[src/logic/dcont_config.svh]
`ifndef DCONT_CONFIG_SVH
`define DCONT_CONFIG_SVH

`define DCONT_ALU_OP_W 12  // MSB index of one-hot ALU op

`define ALU_ADD  0
`define ALU_SUB  1
`define ALU_AND  2
`define ALU_OR   3
`define ALU_XOR  4
`define ALU_NOR  5
`define ALU_SLT  6
`define ALU_SLTU 7
`define ALU_SLL  8
`define ALU_SRL  9
`define ALU_SRA  10
`define ALU_LINK 11
`define ALU_LUI  12

`define WID_NONE 0
`define WID_BYTE 1
`define WID_HALF 2
`define WID_WORD 3

`define SA_REGF    3'd0
`define SA_DBUS    3'd1
`define SA_HOLD    3'd2
`define SA_IMMED   3'd3
`define SA_ALURES  3'd4
`define SA_ALUREGM 3'd5
`define SA_REGCWB  3'd6

`define SB_REGF    3'd0
`define SB_DBUS    3'd1
`define SB_HOLD    3'd2
`define SB_IMMED   3'd3  // Immediate path only
`define SB_ALURES  3'd4
`define SB_ALUREGM 3'd5
`define SB_REGCWB  3'd6

`define SC_ALUREGM 2'd0
`define SC_DBUS    2'd1
`define SC_HOLD    2'd2

`define OP_SPECIAL  6'h00
`define OP_REGIMM   6'h01
`define OP_J        6'h02
`define OP_JAL      6'h03
`define OP_BEQ      6'h04
`define OP_BNE      6'h05
`define OP_BLEZ     6'h06
`define OP_BGTZ     6'h07
`define OP_SLTI     6'h0a
`define OP_SLTIU    6'h0b
`define OP_ANDI     6'h0c
`define OP_ORI      6'h0d
`define OP_XORI     6'h0e
`define OP_LUI      6'h0f
`define OP_COP0     6'b0100??  // COP0 to COP3
`define OP_SPECIAL2 6'h1c
`define OP_JALX     6'h1d
`define OP_LB       6'h20
`define OP_LH       6'h21
`define OP_SWL      6'h2a
`define OP_LW       6'h23
`define OP_LBU      6'h24
`define OP_LHU      6'h25
`define OP_SB       6'h28
`define OP_SH       6'h29
`define OP_SW       6'h2b
`define OP_SWR      6'h2e
`define OP_LWC1     6'h31
`define OP_LWC2     6'h32
`define OP_LWC3     6'h33
`define OP_SWC1     6'h39
`define OP_SWC2     6'h3a
`define OP_SWC3     6'h3b

`define FN_SHIFT_I 4'b0000  // funct[5:2] of SLL, SRL, SRA
`define FN_SLL     6'h00
`define FN_SRL     6'h02
`define FN_SRA     6'h03
`define FN_SLLV    6'h04
`define FN_SRLV    6'h06
`define FN_SRAV    6'h07
`define FN_JR      6'h08
`define FN_JALR    6'h09
`define FN_SYSCALL 6'h0c
`define FN_BREAK   6'h0d
`define FN_SUB     6'h22
`define FN_SUBU    6'h23
`define FN_AND     6'h24
`define FN_OR      6'h25
`define FN_XOR     6'h26
`define FN_NOR     6'h27
`define FN_SLT     6'h2a
`define FN_SLTU    6'h2b

`define RI_BLTZAL 5'h10
`define RI_BGEZAL 5'h11

`define CP_MF 5'h00
`define CP_CF 5'h02
`define CP_MT 5'h04
`define CP_CT 5'h06

`define REG_ZERO 5'd0
`define REG_LINK 5'd31

`endif

[src/logic/dcont_pkg.sv]
`default_nettype none

`include "dcont_config.svh"

package dcont_pkg;

  typedef logic [31:0] inst_t;
  typedef logic [4:0]  reg_addr_t;
  typedef logic [16:0] immed_t;  // Extended 16-bit field

  typedef logic [`DCONT_ALU_OP_W:0] alu_op_t;  // One-hot

  typedef logic [3:0] width_t;  // One-hot access width

  typedef logic [2:0] sel_a_t;
  typedef logic [2:0] sel_b_t;  // B-register and B-immediate
  typedef logic [1:0] sel_c_t;

endpackage

`default_nettype wire

[src/logic/reg_addr_decode.sv]
`timescale 1ns/1ps
`default_nettype none

`include "dcont_config.svh"

module reg_addr_decode (
  input  dcont_pkg::inst_t     inst,
  output dcont_pkg::reg_addr_t rega_addr,
  output dcont_pkg::reg_addr_t regb_addr,
  output dcont_pkg::reg_addr_t regc_addr_s,
  output logic                 regc_write_s
);
  import dcont_pkg::*;

  reg_addr_t rs;
  reg_addr_t rt;
  reg_addr_t rd;
  logic      wr_class;  // Opcode class writes a register

  assign rs = inst[25:21];
  assign rt = inst[20:16];
  assign rd = inst[15:11];

  assign rega_addr = rs;
  assign regb_addr = rt;

  always_comb begin
    case (inst[31:26])
      `OP_SPECIAL:                   regc_addr_s = rd;
      `OP_REGIMM, `OP_JAL, `OP_JALX: regc_addr_s = `REG_LINK;
      default:                       regc_addr_s = rt;
    endcase
  end

  always_comb begin
    casez (inst[31:26])
      `OP_SPECIAL:
        wr_class = !(inst[5:0] inside {`FN_JR, `FN_SYSCALL, `FN_BREAK});
      `OP_REGIMM:
        wr_class = (rt == `RI_BLTZAL) || (rt == `RI_BGEZAL);  // Linking branches only
      `OP_J, `OP_BEQ, `OP_BNE, `OP_BLEZ, `OP_BGTZ:
        wr_class = 1'b0;
      `OP_JAL, `OP_JALX:
        wr_class = 1'b1;
      `OP_COP0:
        wr_class = (rs == `CP_MF) || (rs == `CP_CF);
      `OP_LWC1, `OP_LWC2, `OP_LWC3:
        wr_class = 1'b0;  // Loads into coprocessor
      `OP_SB, `OP_SH, `OP_SWL, `OP_SW, `OP_SWR, `OP_SWC1, `OP_SWC2, `OP_SWC3:
        wr_class = 1'b0;
      default:
        wr_class = 1'b1;
    endcase
  end

  assign regc_write_s = wr_class && (regc_addr_s != `REG_ZERO);

endmodule

`default_nettype wire

[src/logic/exec_decode.sv]
`timescale 1ns/1ps
`default_nettype none

`include "dcont_config.svh"

module exec_decode (
  input  dcont_pkg::inst_t  inst,
  output dcont_pkg::alu_op_t alu_op,
  output dcont_pkg::immed_t  immed,
  output dcont_pkg::width_t  width,
  output dcont_pkg::sel_c_t  selc_s,
  output logic               dsign_s,
  output logic               dread_s,
  output logic               dwrite_s,
  output logic               rdb_drive_s,
  output logic               a_immed,
  output logic               bi_immed
);
  import dcont_pkg::*;

  logic [5:0] opcode;
  logic [5:0] funct;
  reg_addr_t  rs;
  reg_addr_t  rt;

  assign opcode = inst[31:26];
  assign funct  = inst[5:0];
  assign rs     = inst[25:21];
  assign rt     = inst[20:16];

  always_comb begin
    alu_op = '0;
    case (opcode)
      `OP_SPECIAL:
        case (funct)
          `FN_SLL, `FN_SLLV: alu_op[`ALU_SLL] = 1'b1;
          `FN_SRL, `FN_SRLV: alu_op[`ALU_SRL] = 1'b1;
          `FN_SRA, `FN_SRAV: alu_op[`ALU_SRA] = 1'b1;
          `FN_JALR:          alu_op[`ALU_LINK] = 1'b1;
          `FN_SUB, `FN_SUBU: alu_op[`ALU_SUB] = 1'b1;
          `FN_AND:           alu_op[`ALU_AND] = 1'b1;
          `FN_OR:            alu_op[`ALU_OR] = 1'b1;
          `FN_XOR:           alu_op[`ALU_XOR] = 1'b1;
          `FN_NOR:           alu_op[`ALU_NOR] = 1'b1;
          `FN_SLT:           alu_op[`ALU_SLT] = 1'b1;
          `FN_SLTU:          alu_op[`ALU_SLTU] = 1'b1;
          default:           alu_op[`ALU_ADD] = 1'b1;
        endcase
      `OP_REGIMM:
        if ((rt == `RI_BLTZAL) || (rt == `RI_BGEZAL))
          alu_op[`ALU_LINK] = 1'b1;
        else
          alu_op[`ALU_XOR] = 1'b1;
      `OP_JAL, `OP_JALX:                      alu_op[`ALU_LINK] = 1'b1;
      `OP_BEQ, `OP_BNE, `OP_BLEZ, `OP_BGTZ: alu_op[`ALU_XOR] = 1'b1;  // Compare
      `OP_SLTI:                               alu_op[`ALU_SLT] = 1'b1;
      `OP_SLTIU:                              alu_op[`ALU_SLTU] = 1'b1;
      `OP_ANDI:                               alu_op[`ALU_AND] = 1'b1;
      `OP_ORI:                                alu_op[`ALU_OR] = 1'b1;
      `OP_XORI:                               alu_op[`ALU_XOR] = 1'b1;
      `OP_LUI:                                alu_op[`ALU_LUI] = 1'b1;
      default:                                alu_op[`ALU_ADD] = 1'b1;
    endcase
  end

  // Logical immediates are zero-extended
  assign immed = (opcode inside {`OP_ANDI, `OP_ORI, `OP_XORI}) ? {1'b0, inst[15:0]}
                                                               : {inst[15], inst[15:0]};

  assign a_immed  = (opcode == `OP_SPECIAL) && (funct[5:2] == `FN_SHIFT_I);
  assign bi_immed = (opcode[5:3] != 3'b000) && (opcode != `OP_SPECIAL2);

  always_comb begin
    width       = width_t'(1 << `WID_NONE);
    dsign_s     = 1'b0;
    selc_s      = `SC_ALUREGM;
    dread_s     = 1'b0;
    dwrite_s    = 1'b0;
    rdb_drive_s = 1'b0;
    casez (opcode)
      `OP_COP0:
        if ((rs == `CP_MF) || (rs == `CP_CF))
          selc_s = `SC_DBUS;  // Data comes back on the bus
        else if ((rs == `CP_MT) || (rs == `CP_CT))
          rdb_drive_s = 1'b1;
      `OP_LB, `OP_LBU, `OP_LH, `OP_LHU, `OP_LW: begin
        dread_s = 1'b1;
        selc_s  = `SC_DBUS;
        dsign_s = (opcode == `OP_LB) || (opcode == `OP_LH);
        if (opcode inside {`OP_LB, `OP_LBU})
          width = width_t'(1 << `WID_BYTE);
        else if (opcode inside {`OP_LH, `OP_LHU})
          width = width_t'(1 << `WID_HALF);
        else
          width = width_t'(1 << `WID_WORD);
      end
      `OP_LWC1, `OP_LWC2, `OP_LWC3: begin
        dread_s = 1'b1;
        width   = width_t'(1 << `WID_WORD);
      end
      `OP_SB, `OP_SH, `OP_SW: begin
        dwrite_s    = 1'b1;
        rdb_drive_s = 1'b1;
        if (opcode == `OP_SB)
          width = width_t'(1 << `WID_BYTE);
        else if (opcode == `OP_SH)
          width = width_t'(1 << `WID_HALF);
        else
          width = width_t'(1 << `WID_WORD);
      end
      `OP_SWC1, `OP_SWC2, `OP_SWC3: begin
        dwrite_s = 1'b1;  // Coprocessor drives the data
        width    = width_t'(1 << `WID_WORD);
      end
      default: ;
    endcase
  end

endmodule

`default_nettype wire

[src/logic/dcont_pipe.sv]
`timescale 1ns/1ps
`default_nettype none

`include "dcont_config.svh"

module dcont_pipe (
  input  logic                 SYSCLK,
  input  logic                 rst_n,
  input  logic                 rhold,
  input  logic                 rls_hold,
  input  logic                 xcpn,
  input  dcont_pkg::reg_addr_t regc_addr_s,
  input  logic                 regc_write_s,
  input  dcont_pkg::sel_c_t    selc_s,
  input  logic                 dread_s,
  input  logic                 dwrite_s,
  input  logic                 dsign_s,
  input  logic                 rdb_drive_s,
  output dcont_pkg::reg_addr_t regc_addr_e,
  output dcont_pkg::reg_addr_t regc_addr_m,
  output dcont_pkg::reg_addr_t regc_addr_w,
  output logic                 regc_write_e,
  output logic                 regc_write_m,
  output logic                 regc_write_w,
  output dcont_pkg::sel_c_t    selc_m_r,
  output logic                 dread_e,
  output logic                 dwrite_e,
  output logic                 dsign_e,
  output logic                 rdb_driver
);
  import dcont_pkg::*;

  sel_c_t selc_e;
  logic   rdb_drive_e;

  // E and M stages, frozen by rhold
  always_ff @(posedge SYSCLK or negedge rst_n) begin
    if (!rst_n) begin
      regc_addr_e  <= '0;
      regc_write_e <= 1'b0;
      selc_e       <= `SC_ALUREGM;
      dread_e      <= 1'b0;
      dwrite_e     <= 1'b0;
      dsign_e      <= 1'b0;
      rdb_drive_e  <= 1'b0;
      regc_addr_m  <= '0;
      regc_write_m <= 1'b0;
      selc_m_r     <= `SC_ALUREGM;
      rdb_driver   <= 1'b0;
    end else if (!rhold) begin
      regc_addr_e  <= regc_addr_s;
      regc_write_e <= regc_write_s && !xcpn;  // Squash on exception
      selc_e       <= selc_s;
      dread_e      <= dread_s && !xcpn;
      dwrite_e     <= dwrite_s && !xcpn;
      dsign_e      <= dsign_s;
      rdb_drive_e  <= rdb_drive_s;
      regc_addr_m  <= regc_addr_e;
      regc_write_m <= regc_write_e && !xcpn;
      selc_m_r     <= selc_e;
      rdb_driver   <= rdb_drive_e;
    end
  end

  always_ff @(posedge SYSCLK or negedge rst_n) begin
    if (!rst_n) begin
      regc_addr_w  <= '0;
      regc_write_w <= 1'b0;
    end else if (!rls_hold) begin
      regc_addr_w  <= regc_addr_m;
      regc_write_w <= regc_write_m;
    end
  end

endmodule

`default_nettype wire

[src/logic/operand_bypass.sv]
`timescale 1ns/1ps
`default_nettype none

`include "dcont_config.svh"

module operand_bypass (
  input  logic                 SYSCLK,
  input  logic                 rst_n,
  input  logic                 rhold,
  input  logic                 dload,
  input  logic                 a_immed,
  input  logic                 bi_immed,
  input  dcont_pkg::reg_addr_t rega_addr,
  input  dcont_pkg::reg_addr_t regb_addr,
  input  dcont_pkg::reg_addr_t regc_addr_e,
  input  dcont_pkg::reg_addr_t regc_addr_m,
  input  dcont_pkg::reg_addr_t regc_addr_w,
  input  logic                 regc_write_e,
  input  logic                 regc_write_m,
  input  logic                 regc_write_w,
  input  dcont_pkg::sel_c_t    selc_m_r,
  output dcont_pkg::sel_a_t    sel_a,
  output dcont_pkg::sel_b_t    sel_br,
  output dcont_pkg::sel_b_t    sel_bi,
  output dcont_pkg::sel_c_t    sel_c_m
);
  import dcont_pkg::*;

  sel_a_t sel_a_e;
  sel_b_t sel_br_e;
  sel_b_t sel_bi_e;
  logic   m_dbus;  // M-stage result comes from the data bus
  logic   a_hit_e;
  logic   a_hit_m;
  logic   a_hit_w;
  logic   b_hit_e;
  logic   b_hit_m;
  logic   b_hit_w;

  function automatic sel_b_t pick_b(input logic dbus_hit, input logic hold,
                                    input logic use_imm, input logic hit_e,
                                    input logic hit_m, input logic hit_w,
                                    input logic m_is_dbus);
    if (dbus_hit)
      return `SB_DBUS;
    else if (hold)
      return `SB_HOLD;
    else if (use_imm)
      return `SB_IMMED;
    else if (hit_e)
      return `SB_ALURES;
    else if (hit_m)
      return m_is_dbus ? `SB_DBUS : `SB_ALUREGM;
    else if (hit_w)
      return `SB_REGCWB;
    else
      return `SB_REGF;
  endfunction

  always_comb begin
    if (dload)
      sel_c_m = `SC_DBUS;
    else if (rhold)
      sel_c_m = `SC_HOLD;
    else
      sel_c_m = selc_m_r;
  end

  assign m_dbus = (sel_c_m == `SC_DBUS);

  assign a_hit_e = regc_write_e && (rega_addr == regc_addr_e);
  assign a_hit_m = regc_write_m && (rega_addr == regc_addr_m);
  assign a_hit_w = regc_write_w && (rega_addr == regc_addr_w);
  assign b_hit_e = regc_write_e && (regb_addr == regc_addr_e);
  assign b_hit_m = regc_write_m && (regb_addr == regc_addr_m);
  assign b_hit_w = regc_write_w && (regb_addr == regc_addr_w);

  always_comb begin
    if ((sel_a_e == `SA_DBUS) && dload)
      sel_a = `SA_DBUS;  // Load data still pending
    else if (rhold)
      sel_a = `SA_HOLD;
    else if (a_immed)
      sel_a = `SA_IMMED;
    else if (a_hit_e)
      sel_a = `SA_ALURES;
    else if (a_hit_m)
      sel_a = m_dbus ? `SA_DBUS : `SA_ALUREGM;
    else if (a_hit_w)
      sel_a = `SA_REGCWB;
    else
      sel_a = `SA_REGF;
  end

  assign sel_br = pick_b((sel_br_e == `SB_DBUS) && dload, rhold, 1'b0,
                         b_hit_e, b_hit_m, b_hit_w, m_dbus);
  assign sel_bi = pick_b((sel_bi_e == `SB_DBUS) && dload, rhold, bi_immed,
                         b_hit_e, b_hit_m, b_hit_w, m_dbus);

  always_ff @(posedge SYSCLK or negedge rst_n) begin
    if (!rst_n) begin
      sel_a_e  <= `SA_REGF;
      sel_br_e <= `SB_REGF;
      sel_bi_e <= `SB_REGF;
    end else if (!rhold) begin
      sel_a_e  <= sel_a;
      sel_br_e <= sel_br;
      sel_bi_e <= sel_bi;
    end
  end

endmodule

`default_nettype wire

[src/logic/dcont.sv]
`timescale 1ns/1ps
`default_nettype none

module dcont (
  input  logic                 SYSCLK,
  input  logic                 rst_n,
  input  dcont_pkg::inst_t     inst,
  input  logic                 xcpn,
  input  logic                 rhold,
  input  logic                 rls_hold,
  input  logic                 dload,
  output dcont_pkg::reg_addr_t rega_addr,
  output dcont_pkg::reg_addr_t regb_addr,
  output dcont_pkg::alu_op_t   alu_op,
  output dcont_pkg::immed_t    immed,
  output dcont_pkg::width_t    width,
  output dcont_pkg::sel_a_t    sel_a,
  output dcont_pkg::sel_b_t    sel_br,
  output dcont_pkg::sel_b_t    sel_bi,
  output dcont_pkg::sel_c_t    sel_c_m,
  output logic                 dread_e,
  output logic                 dwrite_e,
  output logic                 dsign_e,
  output logic                 rdb_driver,
  output dcont_pkg::reg_addr_t regc_addr_m,
  output logic                 regc_write_m
);
  import dcont_pkg::*;

  reg_addr_t regc_addr_s;
  reg_addr_t regc_addr_e;
  reg_addr_t regc_addr_w;
  logic      regc_write_s;
  logic      regc_write_e;
  logic      regc_write_w;
  sel_c_t    selc_s;
  sel_c_t    selc_m_r;
  logic      dsign_s;
  logic      dread_s;
  logic      dwrite_s;
  logic      rdb_drive_s;
  logic      a_immed;
  logic      bi_immed;

  reg_addr_decode reg_addr_decode_i (
    .inst         (inst),
    .rega_addr    (rega_addr),
    .regb_addr    (regb_addr),
    .regc_addr_s  (regc_addr_s),
    .regc_write_s (regc_write_s)
  );

  exec_decode exec_decode_i (
    .inst        (inst),
    .alu_op      (alu_op),
    .immed       (immed),
    .width       (width),
    .selc_s      (selc_s),
    .dsign_s     (dsign_s),
    .dread_s     (dread_s),
    .dwrite_s    (dwrite_s),
    .rdb_drive_s (rdb_drive_s),
    .a_immed     (a_immed),
    .bi_immed    (bi_immed)
  );

  dcont_pipe dcont_pipe_i (
    .SYSCLK       (SYSCLK),
    .rst_n        (rst_n),
    .rhold        (rhold),
    .rls_hold     (rls_hold),
    .xcpn         (xcpn),
    .regc_addr_s  (regc_addr_s),
    .regc_write_s (regc_write_s),
    .selc_s       (selc_s),
    .dread_s      (dread_s),
    .dwrite_s     (dwrite_s),
    .dsign_s      (dsign_s),
    .rdb_drive_s  (rdb_drive_s),
    .regc_addr_e  (regc_addr_e),
    .regc_addr_m  (regc_addr_m),
    .regc_addr_w  (regc_addr_w),
    .regc_write_e (regc_write_e),
    .regc_write_m (regc_write_m),
    .regc_write_w (regc_write_w),
    .selc_m_r     (selc_m_r),
    .dread_e      (dread_e),
    .dwrite_e     (dwrite_e),
    .dsign_e      (dsign_e),
    .rdb_driver   (rdb_driver)
  );

  operand_bypass operand_bypass_i (
    .SYSCLK       (SYSCLK),
    .rst_n        (rst_n),
    .rhold        (rhold),
    .dload        (dload),
    .a_immed      (a_immed),
    .bi_immed     (bi_immed),
    .rega_addr    (rega_addr),
    .regb_addr    (regb_addr),
    .regc_addr_e  (regc_addr_e),
    .regc_addr_m  (regc_addr_m),
    .regc_addr_w  (regc_addr_w),
    .regc_write_e (regc_write_e),
    .regc_write_m (regc_write_m),
    .regc_write_w (regc_write_w),
    .selc_m_r     (selc_m_r),
    .sel_a        (sel_a),
    .sel_br       (sel_br),
    .sel_bi       (sel_bi),
    .sel_c_m      (sel_c_m)
  );

endmodule

`default_nettype wire

[config.mk]
export PLATFORM = sky130hd
export DESIGN_NAME = dcont
export DESIGN_NICKNAME = d
export VERILOG_FILES = /design/src/logic/dcont_pkg.sv /design/src/logic/reg_addr_decode.sv /design/src/logic/exec_decode.sv /design/src/logic/dcont_pipe.sv /design/src/logic/operand_bypass.sv /design/src/logic/dcont.sv
export VERILOG_INCLUDE_DIRS = /design/src /design/src/logic
export SDC_FILE = /design/constraint.sdc
export NUM_CORES = 1
export LEC_CHECK = 0
export ABC_AREA = 1
export BUFFER_PORTS_ARGS = -buffer_cell sky130_fd_sc_hd__buf_2
export CORE_MARGIN = 8
export CORE_UTILIZATION = 50
export CTS_CLUSTER_SIZE = 20
export DETAILED_ROUTE_END_ITERATION = 7
export PLACE_DENSITY_LB_ADDON = 0.25
export SLEW_MARGIN = 20
export SYNTH_ARGS = -nofsm -noshare
export SYNTH_HDL_FRONTEND = slang
export SYNTH_SLANG_ARGS = --single-unit
[constraint.sdc]
create_clock -name SYSCLK -period 1.7 [get_ports SYSCLK]
set_input_delay 0.17 -clock SYSCLK [delete_from_list [all_inputs] [get_ports SYSCLK]]
set_output_delay 0.17 -clock SYSCLK [all_outputs]
set_load 0.05 [all_outputs]
==> impl_metrics.toml, run 1 <==
[power]
power_leakage_nw = 2.063
p_sw_mw = 1.085
pwr-share-seq_pct = 34.9
p_clk_share_pct = 26.8
finalPower_mw = 2.754
vdd_drop_max_mv = 0.3509
intPower_mw = 1.669
comb_power_share_pct = 38.3
switching_share_pct = 39.41
pwr_density_cell_mw_per_mm2 = 721.0

[timing]
worst_slew_pin_slew_ns = 0.5496
hold_violations = 0
rsz0062_at_grt = "true"
period_needed_ns = 1.948
fin_crit_sh_pct = 114.6
tns_ns = -1.757
hold-worst-slack_ns = 0.1723
fmax_mhz = 513.3
setup_ws_ns = -0.2481
finalMaxSlewViolations = 0
finalSetupViolCount = 9
skew_ns = 0.003418
slew_headroom_pct = 62.97

[synth]
avgSynthCellArea_um2 = 6.290
synth_area_mm2 = 0.002799
synthAdderAreaFrac_pct = 0
yosysWarnings = 0
synthSimpleGateAreaFrac_pct = 35.72
synth_area_leaders = "dfrtp_1 (30%), nand2_1 (14%), inv_1 (9.1%)"
synth_top_family_by_area = "simple AND/OR/NAND/NOR gates"
ys_seq_area_share_pct = 30.40
yosysTopAreaCell = "dfrtp_1"
yosysUniqueCellTypes = 32
ys_ff_latch = 34
synth_top_cell_area_share_pct = 30.40
synth_xor_area_share_pct = 0.9388
synth_mux_area_share_pct = 0
syn-num-nets = 483
synthCells = 445
synth_compound_area_share_pct = 14.93

[placed_design]
place_area_mm2 = 0.003427
gp_congestion = 0.9647
io_buffer_count = 92
dp.cells = 605
dp_hpwl_mm = 7.334
pre_cts_slack_ns = -0.04158

[routing]
wl_met2_mm = 4.614
wl_met1_mm = 3.945
vias = 3353
drt_wl_total_mm = 9.453
met3_length_um = 675
vias_per_cell = 5.373
first_pass_iters = 5
drt_iter0_markers = 189
top_layer = "met4"
post_drt_wl_per_cell_um = 15.15
drc = 0
antenna_left = 0

[floorplan]
die_y_um = 90.82
die_w_um = 90.82
ios = 103
start_util_pct = 51.14
coreArea_mm2 = 0.005473
die-area_mm2 = 0.008248
row_count = 27

[cts]
cts.sinks = 34
cts_made_buffers = 5
cts_htree_levels = 2
clk_latency_ns = 0.29
clock_path_buffers = 2
cts_tree = "yes"
clk_pin_slew_ns = 0.07
root_buffer = "clkbuf_8"

[grt]
overflow = 0
grt_max_degree = 32
grtUsageTotal_pct = 22.29
grt_pass1_vias = 3351
grt_pass1_wl_mm = 15.39
antenna_found_initial = 0

[status]
violations = "setup timing"
status = "finished, violations left"

[hold_path]
whs_path_depth = 2
hp-class = "input pin to flip-flop"

[layout]
multiInputGateArea_mm2 = 0.001648
layout-drive-gt1-share_pct = 38.04
post-route-util_pct = 69.80
syn_to_final_growth_pct = 36.48
final_cell_mix = "nand2_1 (103), buf_2 (83), inv_1 (54), nor2_1 (52), buf_4 (40)"
fin_area_mm2 = 0.003820
fin_nets = 589
register_area_um2 = 858.3
final_common_cell = "nand2_1"
diodes = 0
fillers = 501
instances_no_fill = 624

[setup_path]
critPathKind = "flip-flop to output pin"
startpoint_type = "flip-flop"
path_cells = "inv_2 -> o22ai_1 -> nor2_1 -> nand3_2 -> nand2b_4 -> a22oi_2 -> buf_6"
slowest_stage = "dfrtp_2"
crit_arrival_ns = 1.78
required_ns = 1.53
crit_path_end_kind = "output pin"
worstRegToRegCells = 9
max_stage_delay_ns = 0.44
path_max_fanout = 4

[job]
cap_viol_max_count = 0
flip-flops by register name (all words and copies together), names as in the netlist:
name and count:
dcont_pipe_i.rdb_driver 1, dcont_pipe_i.dsign_e 1, dcont_pipe_i.selc_m_r 1, dcont_pipe_i.regc_addr_w 5
dcont_pipe_i.regc_addr_m 5, operand_bypass_i.sel_br_e 3, dcont_pipe_i.rdb_drive_e 1, dcont_pipe_i.regc_write_e 1
dcont_pipe_i.regc_addr_e 5, dcont_pipe_i.dwrite_e 1, dcont_pipe_i.regc_write_m 1, dcont_pipe_i.selc_e 1
operand_bypass_i.sel_bi_e 3, operand_bypass_i.sel_a_e 3, dcont_pipe_i.regc_write_w 1, dcont_pipe_i.dread_e 1
kinds of logic (layout without fill, tap and decap cells):
kind of cell,Yosys count,after routing
AO/OA/AOI/OAI,73,73
XOR/XNOR,3,3
buffers and inverters,104,211
flip-flops,34,34
AND/OR/NAND/NOR,231,231
path summary, 6_finish.rpt:
| kind | slack [ns] | endpoint | start |
|---|---|---|---|
| max | -0.25 | sel_bi[0] | dcont_pipe_i.regc_addr_m[0]$_DFFE_PN0N_ |
| min | 0.17 | dcont_pipe_i.dsign_e$_DFFE_PN0N_ | inst[28] |
| max reg2reg | 0.22 | operand_bypass_i.sel_a_e[2]$_DFFE_PN0N_ | dcont_pipe_i.regc_addr_m[3]$_DFFE_PN0N_ |
| min reg2reg | 0.48 | dcont_pipe_i.dwrite_e$_DFFE_PN0N_ | dcont_pipe_i.dwrite_e$_DFFE_PN0N_ |
| max in group asynchronous | 0.89 | dcont_pipe_i.regc_write_m$_DFFE_PN0N_ | rst_n |
| min in group asynchronous | 0.31 | dcont_pipe_i.regc_addr_w[0]$_DFFE_PN0N_ | rst_n |
cell type report:
cell class              instances  area share, %
well taps                      72          2.358
flip-flops and latches         34          22.47
clock buffers                   7          1.998
multi-input cells             307          43.14
inverters                      69          6.911
clock inverters                 1         0.7861
repair buffers                134          22.34
Yosys cell counts:
| master | instances |
|---|---|
| nor3_1 | 10 |
| or2_2 | 1 |
| a21oi_1 | 13 |
| buf_4 | 26 |
| nor4_1 | 1 |
| o221a_2 | 1 |
| inv_1 | 68 |
| nand2_1 | 108 |
| dfrtp_1 | 34 |
| nand3_1 | 33 |
| clkbuf_1 | 6 |
| xor2_1 | 1 |
| nand2_2 | 3 |
| nand4_1 | 8 |
| buf_1 | 1 |
| o21ai_0 | 34 |
| a22oi_1 | 1 |
| buf_6 | 2 |
| nor2_1 | 58 |
| nor2_4 | 3 |
| o2111ai_1 | 2 |
| o22ai_1 | 13 |
| nand3b_1 | 1 |
| xnor2_1 | 2 |
| nand3_2 | 2 |
| a31oi_1 | 3 |
| clkinv_2 | 1 |
| o32ai_1 | 1 |
| and3_1 | 2 |
| o31ai_1 | 4 |
| o211ai_1 | 1 |
| nand2b_1 | 1 |
power groups by stage:
stage	combinational (mW)	clock (mW)	sequential (mW)
CTS	1.02	0.749	0.952
global route	1.13	0.792	0.969
floorplan	0.611	0	1.03
finish	1.06	0.739	0.960
detailed placement	0.933	0	0.968
global placement	0.928	0	0.966
layer usage:
metal	vias up	GRT usage [%]
met5	-	0
met4	0	8.595
met3	17	5.237
met2	151	38.19
met1	1552	26.21
li1	1633	-
worst max-delay path: cells and delay by family, from the launching register on:
kind / cells / cell delay, ns
buffers and inverters: 2 / 0.26
AND/OR/NAND/NOR: 3 / 0.56
flip-flops: 1 / 0.44
AO/OA/AOI/OAI: 2 / 0.22
timing repair:
action | CTS | global route
setup endpoints to repair | 9 | 15
hold buffers | 1 | 0
endpoints found under the hold margin | 12 | 0
setup buffers | 8 | 2
gates resized for setup | 49 | 19
pin swaps | 16 | 17
Note: power is estimated with default switching activity, not from simulation.
==> run 2: changes to the inputs <==
ABC_AREA = default   (was 1)
==> run 2 against run 1 <==
  * The flow still finishes with violations (setup timing)
  * Synthesized cell count fell by 26%
  * Fmax fell by 17%
  * Sequential power rose by 0.6%
  * Routed wire length rose by 8.4%
  * Critical path depth rose by 1
  * Flip-flop and latch count did not move
  * Setup slack got worse by 0.41 ns
  * Clock skew rose by 0.0065 ns
  * Non-clock buffer count rose by 43
  * Register-to-register slack got worse by 0.60 ns
==> impl_metrics.toml, run 2 <==
[status]
status = "finished, violations left"
violations = "setup timing"

[grt]
grt_pass1_vias = 3026
gr-usage-met1_pct = 30.59
grtUsageTotal_pct = 24.49
grt_max_degree = 51
grt_pass1_wl_mm = 15.15
overflow = 0
grt_busiest_layer = "met2"
use_met2_pct = 42.22
grt_util_met3_pct = 4.320
antenna_found_initial = 0

[setup_path]
crit_path_end_kind = "output pin"
worstRegToRegCells = 8
startpoint_type = "flip-flop"
required_ns = 1.53
crit_arrival_ns = 2.19
critPathKind = "flip-flop to output pin"
path_max_fanout = 4

[power]
p_sw_mw = 1.110
comb_power_share_pct = 42.3
intPower_mw = 1.623
power_leakage_nw = 1.943
switching_share_pct = 40.60
pwr_density_cell_mw_per_mm2 = 644.7
vdd_drop_max_mv = 0.5591
finalPower_mw = 2.733
pwr-share-seq_pct = 35.3
p_clk_share_pct = 22.4

[synth]
synth_top_family_by_area = "simple AND/OR/NAND/NOR gates"
synthSimpleGateAreaFrac_pct = 21.83
synth_area_mm2 = 0.002700
syn-num-nets = 367
synthAdderAreaFrac_pct = 0
synth_mux_area_share_pct = 4.263
yosysUniqueCellTypes = 59
synth_edf_count = 0
synth_compound_area_share_pct = 19.60
avgSynthCellArea_um2 = 8.207
ys_ff_latch = 34
synthCells = 329
synth_top_cell_area_share_pct = 31.51
ys_seq_area_share_pct = 31.51
synth_async_sr_flop_share_pct = 100.0
yosysMostFrequentCell = "dfrtp_1"
synth_area_leaders = "dfrtp_1 (32%), xor2_1 (7.8%), buf_4 (7.2%)"
yosysTopAreaCell = "dfrtp_1"
synth_flop_cell = "dfrtp_1"
yosysWarnings = 0
synth_xor_area_share_pct = 10.06
synth_commonest_cells = "dfrtp_1 (34), nand2_1 (31), buf_4 (26), a21oi_1 (25), xor2_1 (24)"

[cts]
cts_htree_levels = 2
cts_tree = "yes"
clk_pin_slew_ns = 0.07
cts_made_buffers = 5
clk_latency_ns = 0.30
clock_path_buffers = 2
root_buffer = "clkbuf_8"
cts.sinks = 34

[timing]
setup_ws_ns = -0.6565
hold_violations = 0
skew_ns = 0.009960
worst_slew_pin_slew_ns = 0.7730
rsz0062_at_grt = "true"
hold-worst-slack_ns = 0.07968
finalMaxSlewViolations = 0
slew_headroom_pct = 48.47
fmax_mhz = 424.4
period_needed_ns = 2.356
fin_crit_sh_pct = 138.6
finalSetupViolCount = 18

[floorplan]
row_count = 26
die-area_mm2 = 0.008008
start_util_pct = 52.20
die_y_um = 89.49
ios = 103
coreArea_mm2 = 0.005172
die_w_um = 89.49

[placed_design]
gp_congestion = 0.8939
io_buffer_count = 92
dp_hpwl_mm = 6.937

[layout]
fin_nets = 506
top_regs = "dcont_pipe_i.regc_addr_e x5, dcont_pipe_i.regc_addr_m x5, dcont_pipe_i.regc_addr_w x5"
layout-drive-gt1-share_pct = 54.80
multiInputGateArea_mm2 = 0.001893
syn_to_final_growth_pct = 57.00
final_common_cell = "buf_4"
fillers = 305
register_area_um2 = 857.1
final_cell_mix = "buf_4 (76), buf_2 (75), nand2_1 (31), dfrtp_1 (29), xor2_1 (21)"
diodes = 0

[routing]
vias = 3131
vias_per_cell = 5.809
post_drt_wl_per_cell_um = 19.02
first_pass_iters = 5
drt_iter0_markers = 275
antenna_left = 0
drt_wl_total_mm = 10.25
drc = 0

[job]
cap_viol_max_count = 0

[hold_path]
hp-class = "input pin to flip-flop"
whs_path_depth = 2
run 2: power by group through the flow:
| stage | combinational [mW] | sequential, mW | clock (mW) |
|---|---|---|---|
| floorplan | 0.612 | 1.04 | 0 |
| global placement | 0.984 | 0.967 | 0 |
| detailed placement | 1.00 | 0.972 | 0 |
| CTS | 1.07 | 0.957 | 0.602 |
| global route | 1.22 | 0.974 | 0.634 |
| finish | 1.16 | 0.966 | 0.612 |
run 2: critical path, stage by stage, from the launching register on:
cell	delay [ns]
dfrtp_2	0.44
xor2_1	0.18
nor4_2	0.38
and3_4	0.29
nor2_4	0.06
a211oi_4	0.18
buf_6	0.15
nor3_4	0.04
buf_6	0.16
run 2: what timing repair did:
item	in CTS	in global routing
resized for setup	55	28
pin swaps	12	18
setup endpoints to repair	26	29
buffers inserted	6	7
gates cloned	0	0
hold endpoints to repair	34	0
hold buffers	1	0
run 2: cells by family (layout without fill, tap and decap cells):
group / after synthesis / after routing
buf+inv: 60 / 200
xor+xnor: 31 / 31
simple gates: 113 / 113
flops: 34 / 34
mux: 10 / 10
compound gates: 81 / 81
run 2: worst paths after layout:
kind                                                         start                                        to  slack [ns]
max reg2reg                dcont_pipe_i.regc_addr_m[4]$_DFFE_PN0N_  operand_bypass_i.sel_br_e[2]$_DFFE_PN0N_       -0.38
max in group asynchronous                                    rst_n   dcont_pipe_i.regc_addr_m[2]$_DFFE_PN0N_        0.68
min in group asynchronous                                    rst_n   dcont_pipe_i.regc_addr_e[4]$_DFFE_PN0N_        0.49
max                        dcont_pipe_i.regc_addr_m[4]$_DFFE_PN0N_                                 sel_bi[2]       -0.66
min reg2reg                       dcont_pipe_i.dsign_e$_DFFE_PN0N_          dcont_pipe_i.dsign_e$_DFFE_PN0N_        0.48
min                                                           xcpn     dcont_pipe_i.regc_write_m$_DFFE_PN0N_        0.08
run 2: area by class of cell:
type,instances,share of cell area [%]
sequential,34,20.22
multi-input combinational,235,44.66
clock inverter,1,0.1771
tap,70,2.066
timing repair buffer,177,29.75
clock buffer,7,1.800
inverter,15,1.328
run 2: through the flow:
| step | util (%) | worst slack, ns | cell area, µm² | setup TNS, ns | std cells |
|---|---|---|---|---|---|
| after floorplan | - | -0.2394 | 2889 | -1.829 | 329 |
| after global placement | 71.43 | -0.3259 | 3695 | -3.457 | 517 |
| after detailed placement | 71.43 | -0.3839 | 3695 | -4.367 | 517 |
| after CTS | 78.28 | -0.5688 | 4049 | -5.493 | 532 |
| after global routing | 81.95 | -0.7477 | 4239 | -8.501 | 539 |
| final | 81.95 | -0.6565 | 4239 | -7.055 | 539 |
run 2: routing by layer:
metal  part of all wire (%)  up-vias
met5                      0        -
met2                     48      189
met4                    2.9        0
met3                    9.9       35
li1                       -     1415
met1                     39     1492
==> run 3: changes to the inputs <==
SKIP_CTS_REPAIR_TIMING = 1   (was default)
==> run 3 against run 2 <==
  * The flow finishes with violations (hold timing, setup timing)
  * Sequential share of layout area grew 0.19 points
  * Via count grew 2.8%
  * Setup slack lost 0.025 ns
  * Combinational power is essentially flat
  * Register-to-register slack gained 0.10 ns
  * Clock power is essentially flat
  * Sequential power is essentially flat
  * Fmax shrank 1.1%
  * Critical path depth is the same
  * Utilization shrank 0.75 points
  * Flip-flop and latch count is the same
  * Largest cell class unchanged
  * Largest power group unchanged
==> impl_metrics.toml, run 3 (same netlist as run 2, synthesis figures left out) <==
[job]
cap_viol_max_count = 0

[grt]
grt_util_met3_pct = 3.401
gr-usage-met1_pct = 28.74
use_met2_pct = 38.38
overflow = 0
antenna_found_initial = 0
grtUsageTotal_pct = 22.50
grt_busiest_layer = "met2"
grt_max_degree = 51
grt_pass1_vias = 2914
grt_pass1_wl_mm = 14.07

[timing]
skew_ns = 0.007885
rsz0062_at_grt = "true"
slew_headroom_pct = 48.62
setup_ws_ns = -0.6820
fmax_mhz = 419.8
hold-worst-slack_ns = -0.05241
tns_ns = -6.995
finalMaxSlewViolations = 0
hold_violations = 34
period_needed_ns = 2.382
fin_crit_sh_pct = 140.1
finalSetupViolCount = 18
worst_slew_pin_slew_ns = 0.7707

[floorplan]
die_w_um = 89.49
coreArea_mm2 = 0.005172
row_count = 26
die-area_mm2 = 0.008008
start_util_pct = 52.20
ios = 103
die_y_um = 89.49

[cts]
cts_tree = "yes"
cts.sinks = 34
cts_htree_levels = 2
clk_pin_slew_ns = 0.08
cts_made_buffers = 5
clock_path_buffers = 2
root_buffer = "clkbuf_8"
clk_latency_ns = 0.29

[power]
power_leakage_nw = 1.919
pwr_density_cell_mw_per_mm2 = 644.9
finalPower_mw = 2.709
vdd_drop_max_mv = 0.5690

[setup_path]
required_ns = 1.53
startpoint_type = "flip-flop"
path_max_fanout = 4
crit_path_end_kind = "output pin"
crit_arrival_ns = 2.21
r2r_slack_ns = -0.28
critPathKind = "flip-flop to output pin"

[placed_design]
io_buffer_count = 92
dp_hpwl_mm = 6.937
pre_cts_slack_ns = -0.3839
dp.cells = 517
gp_congestion = 0.8939

[layout]
top_regs = "dcont_pipe_i.regc_addr_e x5, dcont_pipe_i.regc_addr_m x5, dcont_pipe_i.regc_addr_w x5"
instances_no_fill = 532
fin_nets = 499
final_common_cell = "buf_2"
diodes = 0
syn_to_final_growth_pct = 55.56
layout-drive-gt1-share_pct = 55.19
final_cell_mix = "buf_2 (75), buf_4 (70), nand2_1 (31), dfrtp_1 (29), xor2_1 (21)"

[routing]
drt_iter0_markers = 289
post_drt_wl_per_cell_um = 19.38
antenna_left = 0
drc = 0
vias_per_cell = 6.049
vias = 3218
drt_wl_total_mm = 10.31
first_pass_iters = 5

[status]
status = "finished, violations left"
violations = "hold timing, setup timing"

[hold_path]
hp-class = "input pin to async pin"
run 3: metrics by stage:
| step | area (µm²) | util [%] |
|---|---|---|
| finish | 4200 | 81.20 |
| global route | 4200 | 81.20 |
| CTS | 3779 | 73.05 |
| detailed placement | 3695 | 71.43 |
| global placement | 3695 | 71.43 |
| floorplan | 2889 | - |
run 3: worst paths after layout:
check,startpoint,to,cells past startpoint
max in group asynchronous,rst_n,dcont_pipe_i.regc_addr_m[0]$_DFFE_PN0N_,1
setup reg to reg,dcont_pipe_i.regc_addr_e[3]$_DFFE_PN0N_,operand_bypass_i.sel_br_e[2]$_DFFE_PN0N_,8
setup / recovery,dcont_pipe_i.regc_addr_e[3]$_DFFE_PN0N_,sel_bi[2],8
min in group SYSCLK,xcpn,dcont_pipe_i.regc_write_m$_DFFE_PN0N_,2
hold / removal,rst_n,dcont_pipe_i.regc_addr_w[4]$_DFFE_PN0N_,1
hold reg to reg,dcont_pipe_i.dsign_e$_DFFE_PN0N_,dcont_pipe_i.dsign_e$_DFFE_PN0N_,2
run 3: power breakdown:
part | switching, mW | internal, mW | leakage, nW
Sequential | 0.0783 | 0.890 | 0.416
Combinational | 0.705 | 0.427 | 1.46
Clock | 0.318 | 0.290 | 0.0385
run 3: layout make-up:
class | instances | area, µm²
clock buffers | 7 | 76.32
flip-flops and latches | 34 | 857.1
fillers | 307 | 972.2
multi-input cells | 235 | 1913
clock inverters | 1 | 7.507
inverters | 15 | 56.30
well taps | 70 | 87.58
repair buffers | 170 | 1202
run 3: critical path, stage by stage (launching register included):
cell,delay [ns]
dfrtp_1,0.40
xor2_1,0.16
nor4_2,0.40
nand3_1,0.21
inv_1,0.18
a211oi_4,0.06
buf_6,0.15
nor3_4,0.17
buf_6,0.18
run 3: metal layers:
metal | vias up | share of wire (%)
met3 | 36 | 11
met1 | 1530 | 37
met2 | 250 | 49
li1 | 1402 | -
met4 | 0 | 2.8
met5 | - | 0
